**config.mk**
```make
export PLATFORM = sky130hd
export DESIGN_NAME = opb_adc_controller
export DESIGN_NICKNAME = d
export VERILOG_FILES = /design/src/source/adc_ctrl_pkg.sv /design/src/source/adc_cfg_if.sv /design/src/source/opb_reg_bank.sv /design/src/source/adc_serial_cfg.sv /design/src/source/adc_dcm_reset_gen.sv /design/src/source/opb_adc_controller.sv
export VERILOG_INCLUDE_DIRS = /design/src /design/src/include
export SDC_FILE = /design/constraint.sdc
export NUM_CORES = 1
export LEC_CHECK = 0
export BUFFER_PORTS_ARGS = -buffer_cell sky130_fd_sc_hd__buf_4
export CORE_MARGIN = 2
export CORE_UTILIZATION = 49
export CTS_CLUSTER_SIZE = 20
export DETAILED_ROUTE_END_ITERATION = 8
export GPL_ROUTABILITY_DRIVEN = 1
export PLACE_DENSITY = 0.71
export SETUP_SLACK_MARGIN = 0.05
export SLEW_MARGIN = 10
export SYNTH_ARGS = -nofsm -noshare
export SYNTH_HDL_FRONTEND = slang
export SYNTH_SLANG_ARGS = --single-unit
```
**constraint.sdc**
```tcl
create_clock -name OPB_Clk -period 2.6 [get_ports OPB_Clk]
set_input_delay 0.26 -clock OPB_Clk [delete_from_list [all_inputs] [get_ports OPB_Clk]]
set_output_delay 0.26 -clock OPB_Clk [all_outputs]
set_load 0.005 [all_outputs]
```
**src/include/adc_ctrl_config.svh**
```systemverilog
`ifndef ADC_CTRL_CONFIG_SVH
`define ADC_CTRL_CONFIG_SVH

// OPB address window of the controller. Both ends are inclusive.
`define ADC_CTRL_BASEADDR 32'h0000_0000
`define ADC_CTRL_HIGHADDR 32'h0000_FFFF

// serial clock divider width, so one serial bit lasts 2**width bus clocks.
`define ADC_CFG_DIV_BITS 4

// number of bits in one three-wire programming frame.
`define ADC_CFG_FRAME_BITS 32

// the DCM reset is stretched by this many bus clocks after an ADC reset.
`define ADC_DCM_RESET_CYCLES 255

`endif

```
**src/source/adc_ctrl_pkg.sv**
```systemverilog
`default_nettype none

`include "adc_ctrl_config.svh"

package adc_ctrl_pkg;

  // bus word in OPB bit order, bit 0 is the most significant bit.
  typedef logic [0:31] opb_word_t;

  // register selector, taken from address bits 3:2.
  typedef enum logic [1:0] {
    REG_CTRL = 2'd0,
    REG_CFG0 = 2'd1,
    REG_CFG1 = 2'd2,
    REG_RSVD = 2'd3
  } opb_reg_e;

  typedef logic [3:0]  cfg_addr_t;
  typedef logic [15:0] cfg_data_t;

  // prefix, address and data, most significant bit sent first.
  typedef logic [`ADC_CFG_FRAME_BITS-1:0] cfg_frame_t;

  typedef enum logic [1:0] {
    CFG_IDLE,
    CFG_CLKWAIT,
    CFG_DATA,
    CFG_FINISH
  } cfg_state_e;

endpackage

`default_nettype wire

```
**src/source/adc_cfg_if.sv**
```systemverilog
`timescale 1ns/10ps
`default_nettype none

// one ADC's programming request from the register bank to its serial engine.
interface adc_cfg_if
  import adc_ctrl_pkg::*;
();

  cfg_addr_t cfg_addr;
  cfg_data_t cfg_data;
  logic      cfg_start;
  logic      cfg_done;

  modport bank (
    output cfg_addr,
    output cfg_data,
    output cfg_start,
    input  cfg_done
  );

  modport engine (
    input  cfg_addr,
    input  cfg_data,
    input  cfg_start,
    output cfg_done
  );

endinterface

`default_nettype wire

```
**src/source/opb_reg_bank.sv**
```systemverilog
`timescale 1ns/10ps
`default_nettype none

`include "adc_ctrl_config.svh"

module opb_reg_bank
  import adc_ctrl_pkg::*;
(
  input  logic       OPB_Clk,
  input  logic       arst_n,
  input  opb_word_t  opb_abus,
  input  logic [0:3] opb_be,
  input  opb_word_t  opb_dbus,
  input  logic       opb_rnw,
  input  logic       opb_select,
  input  logic       adc0_psdone,
  input  logic       adc1_psdone,
  output opb_word_t  sl_dbus,
  output logic       sl_xfer_ack,
  output logic       adc0_reset_pulse,
  output logic       adc1_reset_pulse,
  output logic       hold_resets,
  output logic       adc0_psen,
  output logic       adc0_psincdec,
  output logic       adc1_psen,
  output logic       adc1_psincdec,
  adc_cfg_if.bank    cfg0,
  adc_cfg_if.bank    cfg1
);

  localparam opb_reg_e CFG_REG [2] = '{REG_CFG0, REG_CFG1};

  logic [31:0] addr_offset;
  logic        in_window;
  logic        xfer_req;
  logic        wr_en;
  logic        ack_q;
  opb_reg_e    reg_sel;
  logic        cfg_idx;
  cfg_addr_t   cfg_addr_q [2];
  cfg_data_t   cfg_data_q [2];
  logic [1:0]  cfg_start_q;
  logic [1:0]  cfg_done;
  opb_word_t   rd_data;

  ////////////////////////////////////////////////////////////
  // address decode and acknowledge
  ////////////////////////////////////////////////////////////

  assign in_window   = (opb_abus >= `ADC_CTRL_BASEADDR) && (opb_abus <= `ADC_CTRL_HIGHADDR);
  assign addr_offset = opb_abus - `ADC_CTRL_BASEADDR;
  assign reg_sel     = opb_reg_e'(addr_offset[3:2]);

  // a held select is acknowledged on every other cycle.
  assign xfer_req = opb_select && in_window && !ack_q;
  assign wr_en    = xfer_req && !opb_rnw;

  ////////////////////////////////////////////////////////////
  // register writes and strobes
  ////////////////////////////////////////////////////////////

  always_ff @(posedge OPB_Clk or negedge arst_n) begin
    if (!arst_n) begin
      ack_q            <= 1'b0;
      adc0_reset_pulse <= 1'b0;
      adc1_reset_pulse <= 1'b0;
      hold_resets      <= 1'b1;
      adc0_psen        <= 1'b0;
      adc0_psincdec    <= 1'b0;
      adc1_psen        <= 1'b0;
      adc1_psincdec    <= 1'b0;
      cfg_start_q      <= '0;
      for (int i = 0; i < 2; i++) begin
        cfg_addr_q[i] <= '0;
        cfg_data_q[i] <= '0;
      end
    end else begin
      ack_q            <= xfer_req;
      adc0_reset_pulse <= 1'b0;
      adc1_reset_pulse <= 1'b0;
      adc0_psen        <= 1'b0;
      adc1_psen        <= 1'b0;
      cfg_start_q      <= '0;

      if (wr_en && reg_sel == REG_CTRL) begin
        // the DCMs stay in reset until software first touches this byte.
        if (opb_be[3]) begin
          adc0_reset_pulse <= opb_dbus[31];
          adc1_reset_pulse <= opb_dbus[30];
          hold_resets      <= 1'b0;
        end
        if (opb_be[1]) begin
          adc0_psen     <= opb_dbus[15];
          adc0_psincdec <= opb_dbus[14];
          adc1_psen     <= opb_dbus[11];
          adc1_psincdec <= opb_dbus[10];
        end
      end

      for (int i = 0; i < 2; i++) begin
        if (wr_en && reg_sel == CFG_REG[i]) begin
          if (opb_be[0]) begin
            cfg_data_q[i][15:8] <= opb_dbus[0:7];
          end
          if (opb_be[1]) begin
            cfg_data_q[i][7:0] <= opb_dbus[8:15];
          end
          if (opb_be[2]) begin
            cfg_addr_q[i] <= opb_dbus[20:23];
          end
          if (opb_be[3]) begin
            cfg_start_q[i] <= opb_dbus[31];
          end
        end
      end
    end
  end

  assign cfg0.cfg_addr  = cfg_addr_q[0];
  assign cfg0.cfg_data  = cfg_data_q[0];
  assign cfg0.cfg_start = cfg_start_q[0];
  assign cfg1.cfg_addr  = cfg_addr_q[1];
  assign cfg1.cfg_data  = cfg_data_q[1];
  assign cfg1.cfg_start = cfg_start_q[1];
  assign cfg_done       = {cfg1.cfg_done, cfg0.cfg_done};

  ////////////////////////////////////////////////////////////
  // readback
  ////////////////////////////////////////////////////////////

  assign cfg_idx = (reg_sel == REG_CFG1);

  always_comb begin
    rd_data = '0;
    unique case (reg_sel)
      REG_CTRL: begin
        rd_data[2]  = adc1_psdone;
        rd_data[3]  = adc0_psdone;
        rd_data[10] = adc1_psincdec;
        rd_data[11] = adc1_psen;
        rd_data[14] = adc0_psincdec;
        rd_data[15] = adc0_psen;
      end
      REG_CFG0, REG_CFG1: begin
        rd_data[0:15]  = cfg_data_q[cfg_idx];
        rd_data[20:23] = cfg_addr_q[cfg_idx];
        rd_data[31]    = cfg_done[cfg_idx];
      end
      default: begin
        rd_data = '0;
      end
    endcase
  end

  assign sl_dbus     = ack_q ? rd_data : '0;
  assign sl_xfer_ack = ack_q;

endmodule

`default_nettype wire

```
**src/source/adc_serial_cfg.sv**
```systemverilog
`timescale 1ns/10ps
`default_nettype none

`include "adc_ctrl_config.svh"

module adc_serial_cfg
  import adc_ctrl_pkg::*;
(
  input  logic      OPB_Clk,
  input  logic      arst_n,
  adc_cfg_if.engine cfg,
  output logic      ser_clk,
  output logic      ser_data,
  output logic      ser_strobe_n
);

  localparam int DIV_BITS   = `ADC_CFG_DIV_BITS;
  localparam int FRAME_BITS = `ADC_CFG_FRAME_BITS;
  localparam int CNT_BITS   = $clog2(FRAME_BITS);

  // the ADC expects this fixed prefix ahead of address and data.
  localparam logic [11:0] FRAME_PREFIX = 12'h001;

  cfg_state_e          state;
  logic [DIV_BITS-1:0] div_cnt;
  logic                div_wrap;
  logic [CNT_BITS-1:0] bit_cnt;
  cfg_frame_t          shift_q;
  logic                start_ok;

  assign start_ok = (state == CFG_IDLE) && cfg.cfg_start;

  ////////////////////////////////////////////////////////////
  // bit period divider
  ////////////////////////////////////////////////////////////

  always_ff @(posedge OPB_Clk or negedge arst_n) begin
    if (!arst_n) begin
      div_cnt <= '0;
    end else if (state == CFG_IDLE) begin
      div_cnt <= '0;
    end else begin
      div_cnt <= div_cnt + 1'b1;
    end
  end

  assign div_wrap = &div_cnt;

  ////////////////////////////////////////////////////////////
  // frame sequencing
  ////////////////////////////////////////////////////////////

  always_ff @(posedge OPB_Clk or negedge arst_n) begin
    if (!arst_n) begin
      state   <= CFG_IDLE;
      bit_cnt <= '0;
    end else begin
      unique case (state)
        CFG_IDLE: begin
          if (cfg.cfg_start) begin
            state <= CFG_CLKWAIT;
          end
        end
        CFG_CLKWAIT: begin
          if (div_wrap) begin
            state   <= CFG_DATA;
            bit_cnt <= '0;
          end
        end
        CFG_DATA: begin
          if (div_wrap) begin
            bit_cnt <= bit_cnt + 1'b1;
            if (bit_cnt == CNT_BITS'(FRAME_BITS - 1)) begin
              state <= CFG_FINISH;
            end
          end
        end
        CFG_FINISH: begin
          if (div_wrap) begin
            state <= CFG_IDLE;
          end
        end
        default: begin
          state <= CFG_IDLE;
        end
      endcase
    end
  end

  // bits move on the divider wrap, half a period before the clock rises.
  always_ff @(posedge OPB_Clk) begin
    if (start_ok) begin
      shift_q <= {FRAME_PREFIX, cfg.cfg_addr, cfg.cfg_data};
    end else if (state == CFG_DATA && div_wrap) begin
      shift_q <= shift_q << 1;
    end
  end

  assign ser_clk      = div_cnt[DIV_BITS-1];
  assign ser_data     = shift_q[FRAME_BITS-1];
  assign ser_strobe_n = (state != CFG_DATA);
  assign cfg.cfg_done = (state == CFG_IDLE);

endmodule

`default_nettype wire

```
**src/source/adc_dcm_reset_gen.sv**
```systemverilog
`timescale 1ns/10ps
`default_nettype none

`include "adc_ctrl_config.svh"

module adc_dcm_reset_gen (
  input  logic OPB_Clk,
  input  logic arst_n,
  input  logic reset_pulse,
  input  logic hold_resets,
  output logic adc_reset,
  output logic dcm_reset
);

  localparam int CNT_BITS = $clog2(`ADC_DCM_RESET_CYCLES + 1);
  localparam logic [CNT_BITS-1:0] STRETCH = CNT_BITS'(`ADC_DCM_RESET_CYCLES);

  logic [CNT_BITS-1:0] stretch_cnt;

  // adc_reset is meant to be packed into the output pad register.
  always_ff @(posedge OPB_Clk or negedge arst_n) begin
    if (!arst_n) begin
      adc_reset   <= 1'b1;
      stretch_cnt <= STRETCH;
    end else begin
      adc_reset <= reset_pulse;
      if (reset_pulse) begin
        stretch_cnt <= STRETCH;
      end else if (stretch_cnt != '0) begin
        stretch_cnt <= stretch_cnt - 1'b1;
      end
    end
  end

  // the DCM may only relock once the ADC clock has settled again.
  assign dcm_reset = hold_resets || (stretch_cnt != '0);

endmodule

`default_nettype wire

```
**src/source/opb_adc_controller.sv**
```systemverilog
`timescale 1ns/10ps
`default_nettype none

module opb_adc_controller
  import adc_ctrl_pkg::*;
(
  input  logic       OPB_Clk,
  input  logic       arst_n,
  input  opb_word_t  OPB_ABus,
  input  logic [0:3] OPB_BE,
  input  opb_word_t  OPB_DBus,
  input  logic       OPB_RNW,
  input  logic       OPB_select,
  output opb_word_t  Sl_DBus,
  output logic       Sl_xferAck,
  output logic       Sl_errAck,
  output logic       Sl_retry,
  output logic       Sl_toutSup,

  output logic       adc0_adc3wire_clk,
  output logic       adc0_adc3wire_data,
  output logic       adc0_adc3wire_strobe,
  output logic       adc0_adc_reset,
  output logic       adc0_dcm_reset,
  output logic       adc0_psclk,
  output logic       adc0_psen,
  output logic       adc0_psincdec,
  input  logic       adc0_psdone,

  output logic       adc1_adc3wire_clk,
  output logic       adc1_adc3wire_data,
  output logic       adc1_adc3wire_strobe,
  output logic       adc1_adc_reset,
  output logic       adc1_dcm_reset,
  output logic       adc1_psclk,
  output logic       adc1_psen,
  output logic       adc1_psincdec,
  input  logic       adc1_psdone
);

  logic adc0_reset_pulse;
  logic adc1_reset_pulse;
  logic hold_resets;

  adc_cfg_if cfg0_if ();
  adc_cfg_if cfg1_if ();

  // this slave never signals errors, retries or timeout suppression.
  assign Sl_errAck  = 1'b0;
  assign Sl_retry   = 1'b0;
  assign Sl_toutSup = 1'b0;

  assign adc0_psclk = OPB_Clk;
  assign adc1_psclk = OPB_Clk;

  opb_reg_bank u_reg_bank (
    .OPB_Clk          (OPB_Clk),
    .arst_n           (arst_n),
    .opb_abus         (OPB_ABus),
    .opb_be           (OPB_BE),
    .opb_dbus         (OPB_DBus),
    .opb_rnw          (OPB_RNW),
    .opb_select       (OPB_select),
    .adc0_psdone      (adc0_psdone),
    .adc1_psdone      (adc1_psdone),
    .sl_dbus          (Sl_DBus),
    .sl_xfer_ack      (Sl_xferAck),
    .adc0_reset_pulse (adc0_reset_pulse),
    .adc1_reset_pulse (adc1_reset_pulse),
    .hold_resets      (hold_resets),
    .adc0_psen        (adc0_psen),
    .adc0_psincdec    (adc0_psincdec),
    .adc1_psen        (adc1_psen),
    .adc1_psincdec    (adc1_psincdec),
    .cfg0             (cfg0_if.bank),
    .cfg1             (cfg1_if.bank)
  );

  ////////////////////////////////////////////////////////////
  // per-ADC engines
  ////////////////////////////////////////////////////////////

  adc_serial_cfg u_adc0_serial (
    .OPB_Clk      (OPB_Clk),
    .arst_n       (arst_n),
    .cfg          (cfg0_if.engine),
    .ser_clk      (adc0_adc3wire_clk),
    .ser_data     (adc0_adc3wire_data),
    .ser_strobe_n (adc0_adc3wire_strobe)
  );

  adc_serial_cfg u_adc1_serial (
    .OPB_Clk      (OPB_Clk),
    .arst_n       (arst_n),
    .cfg          (cfg1_if.engine),
    .ser_clk      (adc1_adc3wire_clk),
    .ser_data     (adc1_adc3wire_data),
    .ser_strobe_n (adc1_adc3wire_strobe)
  );

  adc_dcm_reset_gen u_adc0_reset (
    .OPB_Clk     (OPB_Clk),
    .arst_n      (arst_n),
    .reset_pulse (adc0_reset_pulse),
    .hold_resets (hold_resets),
    .adc_reset   (adc0_adc_reset),
    .dcm_reset   (adc0_dcm_reset)
  );

  adc_dcm_reset_gen u_adc1_reset (
    .OPB_Clk     (OPB_Clk),
    .arst_n      (arst_n),
    .reset_pulse (adc1_reset_pulse),
    .hold_resets (hold_resets),
    .adc_reset   (adc1_adc_reset),
    .dcm_reset   (adc1_dcm_reset)
  );

endmodule

`default_nettype wire

```
==> impl_metrics.json, run 1 <==
{
  "hold_violations": 0,
  "slowest_delay_ns": 0.37,
  "grt_pass1_vias": 5084,
  "crit_path_frequent_cell": "nand2b_1",
  "fmax_ghz": 0.4360,
  "min_period_ns": 2.293,
  "r2r_setup_slack_ns": 0.31,
  "fin_crit_sh_pct": 88.21,
  "grt_pass1_wl_mm": 24.39,
  "grt_max_degree": 47,
  "ant_nets": 0,
  "overflow": 0,
  "ys_seq_elements": 154,
  "min_path_type": "in2reg",
  "syn_inst": 676,
  "fill_cells": 1113,
  "io_pins": 126,
  "crit_type": "reg2out",
  "finalSetupTns_ns": 0,
  "vias": 5218,
  "preCtsSetupSlack_ns": 0.3386,
  "cts_tree": "built",
  "critPathLaunchType": "flop",
  "ys_seq_area_share_pct": 55.98,
  "drc": 0,
  "crit_fanout": 6,
  "maxSlewHeadroom_pct": 55.05,
  "drtIter0Drc": 358,
  "drv_slew": 0,
  "layoutNonFillerInstCount": 991,
  "wire_per_inst_um": 15.23,
  "worstPathArrival_ns": 2.03,
  "avgSynthCellArea_sq_um": 10.46,
  "drt_first_pass_iters": 5,
  "fin_ws_ns": 0.3065,
  "rsz0062_at_grt": "no",
  "dpl_cell_area_sq_mm": 0.007904,
  "place_inst": 930,
  "core_area_sq_mm": 0.01399,
  "port_buffers": 87,
  "dieArea_sq_mm": 0.01540,
  "syn2layout_area_growth_pct": 24.76,
  "finalInstanceArea_sq_mm": 0.008820,
  "die_h_um": 124.1,
  "synth.distinct_cells": 50,
  "clock_latency_ns": 0.54,
  "drive_above_1_share_pct": 25.93,
  "path_clk_slew_ns": 0.06,
  "hpwlAfterDp_mm": 10.63,
  "skew_ns": 0.007305,
  "start_util_pct": 50.54,
  "crit_required_ns": 2.34,
  "slowest_stage": "dfstp_2",
  "worstMarginPinSlew_ns": 0.6726,
  "synthFlopType": "dfrtp_1",
  "maxCapViolCount": 0,
  "wl_mm": 15.09,
  "die_w_um": 124.1,
  "cts_setup_buffers": 0,
  "gp_congestion": 0.8288,
  "num-nets-final": 891,
  "netlist_area_sq_mm": 0.007069,
  "antenna_found_initial": 1,
  "outcome": "finished clean",
  "vdd_drop_max_v": 0.0005623,
  "yosysWarnings": 0,
  "setup_viol": 0,
  "total_power_uw": 6950,
  "power.density_mw_per_mm2": 788.0,
  "leakagePower_uw": 0.004106,
  "worstSetupEndpointType": "output pin",
  "grt_use_total_pct": 21.07,
  "async_flop_share_pct": 58.44,
  "synth_edf_count": 40,
  "vias_per_cell": 5.265,
  "rows": 43,
  "crit_chain": "inv_1 > ha_1 > nand2b_1 > nor4_2 > nand2b_1 > buf_4"
}
[where the power goes]
| part | leakage [uW] | internal (uW) | total [uW] | switching (uW) |
|---|---|---|---|---|
| Sequential | 0.00171 | 2780 | 2970 | 194 |
| Clock | 0.000335 | 1750 | 2740 | 992 |
| Combinational | 0.00206 | 578 | 1240 | 660 |
| Total | 0.00411 | 5100 | 6950 | 1850 |
[cell usage in the layout (no fill, tap or decap), types with 3 or more instances in the layout]
cell type      count
ha_1              20
nand3_1           12
and3_1             6
nand4_2            4
nor3_1             6
nand2b_1           8
nor2_1            43
mux2i_1           17
dfstp_2           19
o21ai_0            8
inv_1             17
dfrtp_1           71
a22oi_1            6
mux2_2            50
conb_1            14
a32o_1             3
dfxtp_1           24
dlygate4sd3_1     24
a21oi_1           29
clkbuf_16         21
edfxtp_1          40
nand4_1            3
a211o_1            7
xnor2_1            5
buf_4            100
or4_1              4
nor2b_1            7
nor3b_1            3
or3_1              6
nand2_1          187
and2_1             5
clkbuf_1           4
clkinv_2           3
[logic make-up after synthesis]
group                    count (synthesis)  share of synthesized area (%)
XOR/XNOR                                 7                         0.8673
multiplexers                            67                          10.37
flip-flops                             154                          55.98
other                                    1                        0.05305
buffers and inverters                   57                          3.876
AO/OA/AOI/OAI                           63                          5.646
adder cells (fa/ha/maj)                 20                          3.540
AND/OR/NAND/NOR                        307                          19.66
[critical path, delay by kind of cell (launching register included)]
kind          cells  cell delay (ns)
simple gates      3             0.65
flops             1             0.37
fa+ha+maj         1             0.26
buf+inv           2             0.23
[path summary, 6_finish.rpt]
check / startpoint / endpoint / cells past startpoint
max: u_adc1_reset.stretch_cnt[0] / adc1_dcm_reset / 6
min: OPB_BE[3] / u_reg_bank.hold_resets / 3
max reg2reg: u_reg_bank.sl_xfer_ack / u_reg_bank.cfg1.cfg_data[11] / 5
min reg2reg: u_adc0_serial.shift_q[22] / u_adc0_serial.shift_q[23] / 2
max in group asynchronous: arst_n / u_reg_bank.cfg1.cfg_data[11] / 3
min in group asynchronous: arst_n / u_adc0_serial.bit_cnt[0] / 2
[layer usage]
metal	GRT usage, %	vias to the layer above	routed length (um)
met2	33.09	142	7146
met3	5.861	15	794
met1	27.65	2539	6916
met5	0	-	0
met4	8.567	0	234
li1	-	2522	-
[sequential cells by signal, indices dropped and copies added, names as in the netlist, 2 cells and up]
register,flops
u_reg_bank.cfg0.cfg_addr,4
u_adc1_reset.stretch_cnt,8
u_adc0_serial.state,2
u_reg_bank.cfg1.cfg_addr,4
u_adc0_reset.stretch_cnt,8
u_adc0_serial.bit_cnt,5
u_adc1_serial.shift_q,32
u_reg_bank.cfg_start_q,2
u_adc1_serial.bit_cnt,5
u_adc1_serial.state,2
u_reg_bank.cfg0.cfg_data,16
u_adc0_serial.shift_q,32
u_adc0_serial.div_cnt,4
u_reg_bank.cfg1.cfg_data,16
u_adc1_serial.div_cnt,4
[Yosys cell counts, types with 7 or more instances]
cell type / instances / area share, %
nand3_1: 12 / 0.85
nor2b_1: 7 / 0.62
edfxtp_1: 40 / 17
mux2i_1: 17 / 2.4
nor2_1: 43 / 2.3
buf_4: 16 / 1.7
nand2_1: 187 / 9.9
dfrtp_1: 71 / 25
nand2b_1: 8 / 0.71
dfstp_2: 19 / 7.1
ha_1: 20 / 3.5
a211o_1: 7 / 0.87
dfxtp_1: 24 / 6.8
mux2_2: 50 / 8.0
clkbuf_1: 22 / 1.2
o21ai_0: 8 / 0.57
a21oi_1: 29 / 2.1
inv_1: 17 / 0.90
[through the flow]
stage / util (%) / hold slack (ns)
after global placement: 56.50 / 0.3057
after CTS: 62.99 / 0.02094
after detailed placement: 56.50 / 0.3090
after floorplan: - / -0.03559
final: 63.05 / 0.03057
after global routing: 63.05 / 0.01865
[cell type report]
cell class | instances | area (sq um) | share of cell area (%)
antenna | 1 | 2.502 | 0.02837
multi-input combinational | 478 | 2893 | 32.80
clock inverter | 9 | 98.84 | 1.121
clock buffer | 29 | 583.1 | 6.611
sequential | 154 | 3958 | 44.87
tap | 180 | 225.2 | 2.554
timing repair buffer | 123 | 996.0 | 11.29
inverter | 17 | 63.81 | 0.7235
[what timing repair did]
action | CTS | global route
endpoints found under the hold margin | 72 | 0
resized for setup | 0 | 1
endpoints found under the setup margin | 0 | 1
hold buffers | 24 | 0
(Power assumes the default switching activity.)
==> inputs of run 2 (changes only) <==
==> constraint.sdc (replaced) <==
create_clock -name OPB_Clk -period 2.75 [get_ports OPB_Clk]
set_input_delay 0.275 -clock OPB_Clk [delete_from_list [all_inputs] [get_ports OPB_Clk]]
set_output_delay 0.275 -clock OPB_Clk [all_outputs]
set_load 0.005 [all_outputs]
==> impl_metrics.json, run 2 (synthesis gave the netlist of run 1 again) <==
{
  "outcome": "finished clean",
  "switching_share_pct": 26.61,
  "num-nets-final": 889,
  "gp_congestion": 0.8356,
  "crit_required_ns": 2.48,
  "dieArea_sq_mm": 0.01540,
  "cts_setup_buffers": 0,
  "hold_violations": 0,
  "critPathLaunchType": "flop",
  "use_met2_pct": 35.08,
  "cts_tree": "built",
  "crit_fanout": 4,
  "grt_max_degree": 82,
  "syn2layout_area_growth_pct": 24.02,
  "grt_use_total_pct": 21.87,
  "min_period_ns": 2.548,
  "die_w_um": 124.1,
  "ant_nets": 0,
  "power.density_mw_per_mm2": 744.1,
  "skew_ns": 0.006119,
  "whs_ns": 0.05121,
  "cts.repair.resized": 0,
  "wl_mm": 15.58,
  "clock_power_share_pct": 39.1,
  "min_path_type": "in2reg",
  "worstMarginPinSlew_ns": 1.073,
  "worstPathArrival_ns": 2.27,
  "wire_per_inst_um": 15.77,
  "path_clk_slew_ns": 0.06,
  "rows": 43,
  "top_usage_layer": "met2",
  "grtUsageMet1_pct": 27.96,
  "port_buffers": 87,
  "drc": 0,
  "die_h_um": 124.1,
  "vias_per_cell": 5.382,
  "layout_common_cells": "nand2_1 (187), buf_4 (100), dfrtp_1 (71)",
  "dpl_cell_area_sq_mm": 0.007884,
  "finalInstanceArea_sq_mm": 0.008767,
  "n_antenna_cell": 0,
  "total_power_uw": 6523,
  "reg_top3": "u_adc0_serial.shift_q (32), u_adc1_serial.shift_q (32)",
  "drt_first_pass_iters": 5,
  "worstSetupEndpointType": "output pin",
  "drive_above_1_share_pct": 25.62,
  "drtIter0Drc": 315,
  "crit_type": "reg2out",
  "fin_crit_sh_pct": 92.66,
  "drv_slew": 0,
  "vdd_drop_max_v": 0.0004210,
  "p_int_uw": 4787,
  "core_area_sq_mm": 0.01399,
  "grt_pass1_vias": 5297,
  "holdBufCountCts": 23,
  "pwr-share-seq_pct": 43.1,
  "io_pins": 126,
  "final_common_cell": "nand2_1",
  "setup_viol": 0,
  "rsz0062_at_grt": "no",
  "fmax_ghz": 0.3924,
  "hpwlAfterDp_mm": 10.64,
  "maxSlewHeadroom_pct": 28.44,
  "grt_pass1_wl_mm": 25.28,
  "clock_latency_ns": 0.53,
  "met3_usage_pct": 6.502,
  "p_switching_uw": 1736,
  "finalSetupTns_ns": 0,
  "vias": 5317,
  "overflow": 0,
  "start_util_pct": 50.54,
  "fin_util_pct": 62.67,
  "antenna_found_initial": 0,
  "maxCapViolCount": 0,
  "combPwrFrac_pct": 17.9,
  "leakagePower_uw": 0.004088
}
==> run 2: cell types whose count changed in the layout (fill, tap and decap cells not counted) <==
| cell | delta |
|---|---|
| dlygate4sd3_1 | -1 |
| nor4_2 | -1 |
| diode_2 | -1 |
| clkbuf_1 | -1 |
| clkinv_4 | -1 |
| clkbuf_8 | -1 |
| nor4_1 | +1 |
| buf_12 | -1 |
| clkinv_1 | +2 |
| clkinv_2 | +1 |
==> run 2: critical path, cell delays in order, from the launching register on <==
cell and delay (ns):
dfstp_2 0.38, or3_1 0.42, nor4_1 0.65, nand2b_1 0.13, buf_4 0.17
==> run 2: final cells by class <==
type	count	area, sq um
Clock buffer	27	565.5
Multi-Input combinational cell	478	2887
Timing Repair Buffer	121	965.9
Tap cell	180	225.2
Sequential cell	154	3958
Inverter	17	63.81
Fill cell	1131	5221
Clock inverter	11	102.6
==> run 2: stage by stage <==
stage	setup slack, ns	std cells
final	0.2019	988
after global routing	0.06252	988
after CTS	0.2207	988
after detailed placement	0.4532	929
after global placement	0.5275	929
after floorplan	0.6297	689
==> run 2: layer usage <==
metal,up-vias,part of all wire (%)
li1,2528,-
met1,2609,45
met2,167,48
met3,13,5.0
met4,0,1.5
met5,-,0
==> run 2: path summary, 6_finish.rpt <==
| check | startpoint | end | slack (ns) | cells after the start |
|---|---|---|---|---|
| max | u_adc1_reset.stretch_cnt[5] | adc1_dcm_reset | 0.20 | 4 |
| max in group asynchronous | arst_n | u_adc0_reset.stretch_cnt[7] | 1.40 | 3 |
| min | OPB_BE[3] | u_reg_bank.adc1_reset_pulse | 0.05 | 3 |
| min in group asynchronous | arst_n | u_adc0_serial.div_cnt[2] | 0.48 | 2 |
| max reg2reg | u_reg_bank.sl_xfer_ack | u_reg_bank.cfg0.cfg_data[11] | 0.38 | 5 |
| min reg2reg | u_adc1_serial.shift_q[20] | u_adc1_serial.shift_q[21] | 0.45 | 2 |
==> run 2: power groups by stage <==
stage | clock [uW] | sequential [uW] | combinational (uW)
after floorplan | 47.1 | 2800 | 825
after global placement | 47.1 | 2820 | 1080
after detailed placement | 47.1 | 2840 | 1150
after CTS | 2590 | 2800 | 1180
after global routing | 2700 | 2840 | 1340
final | 2550 | 2810 | 1170
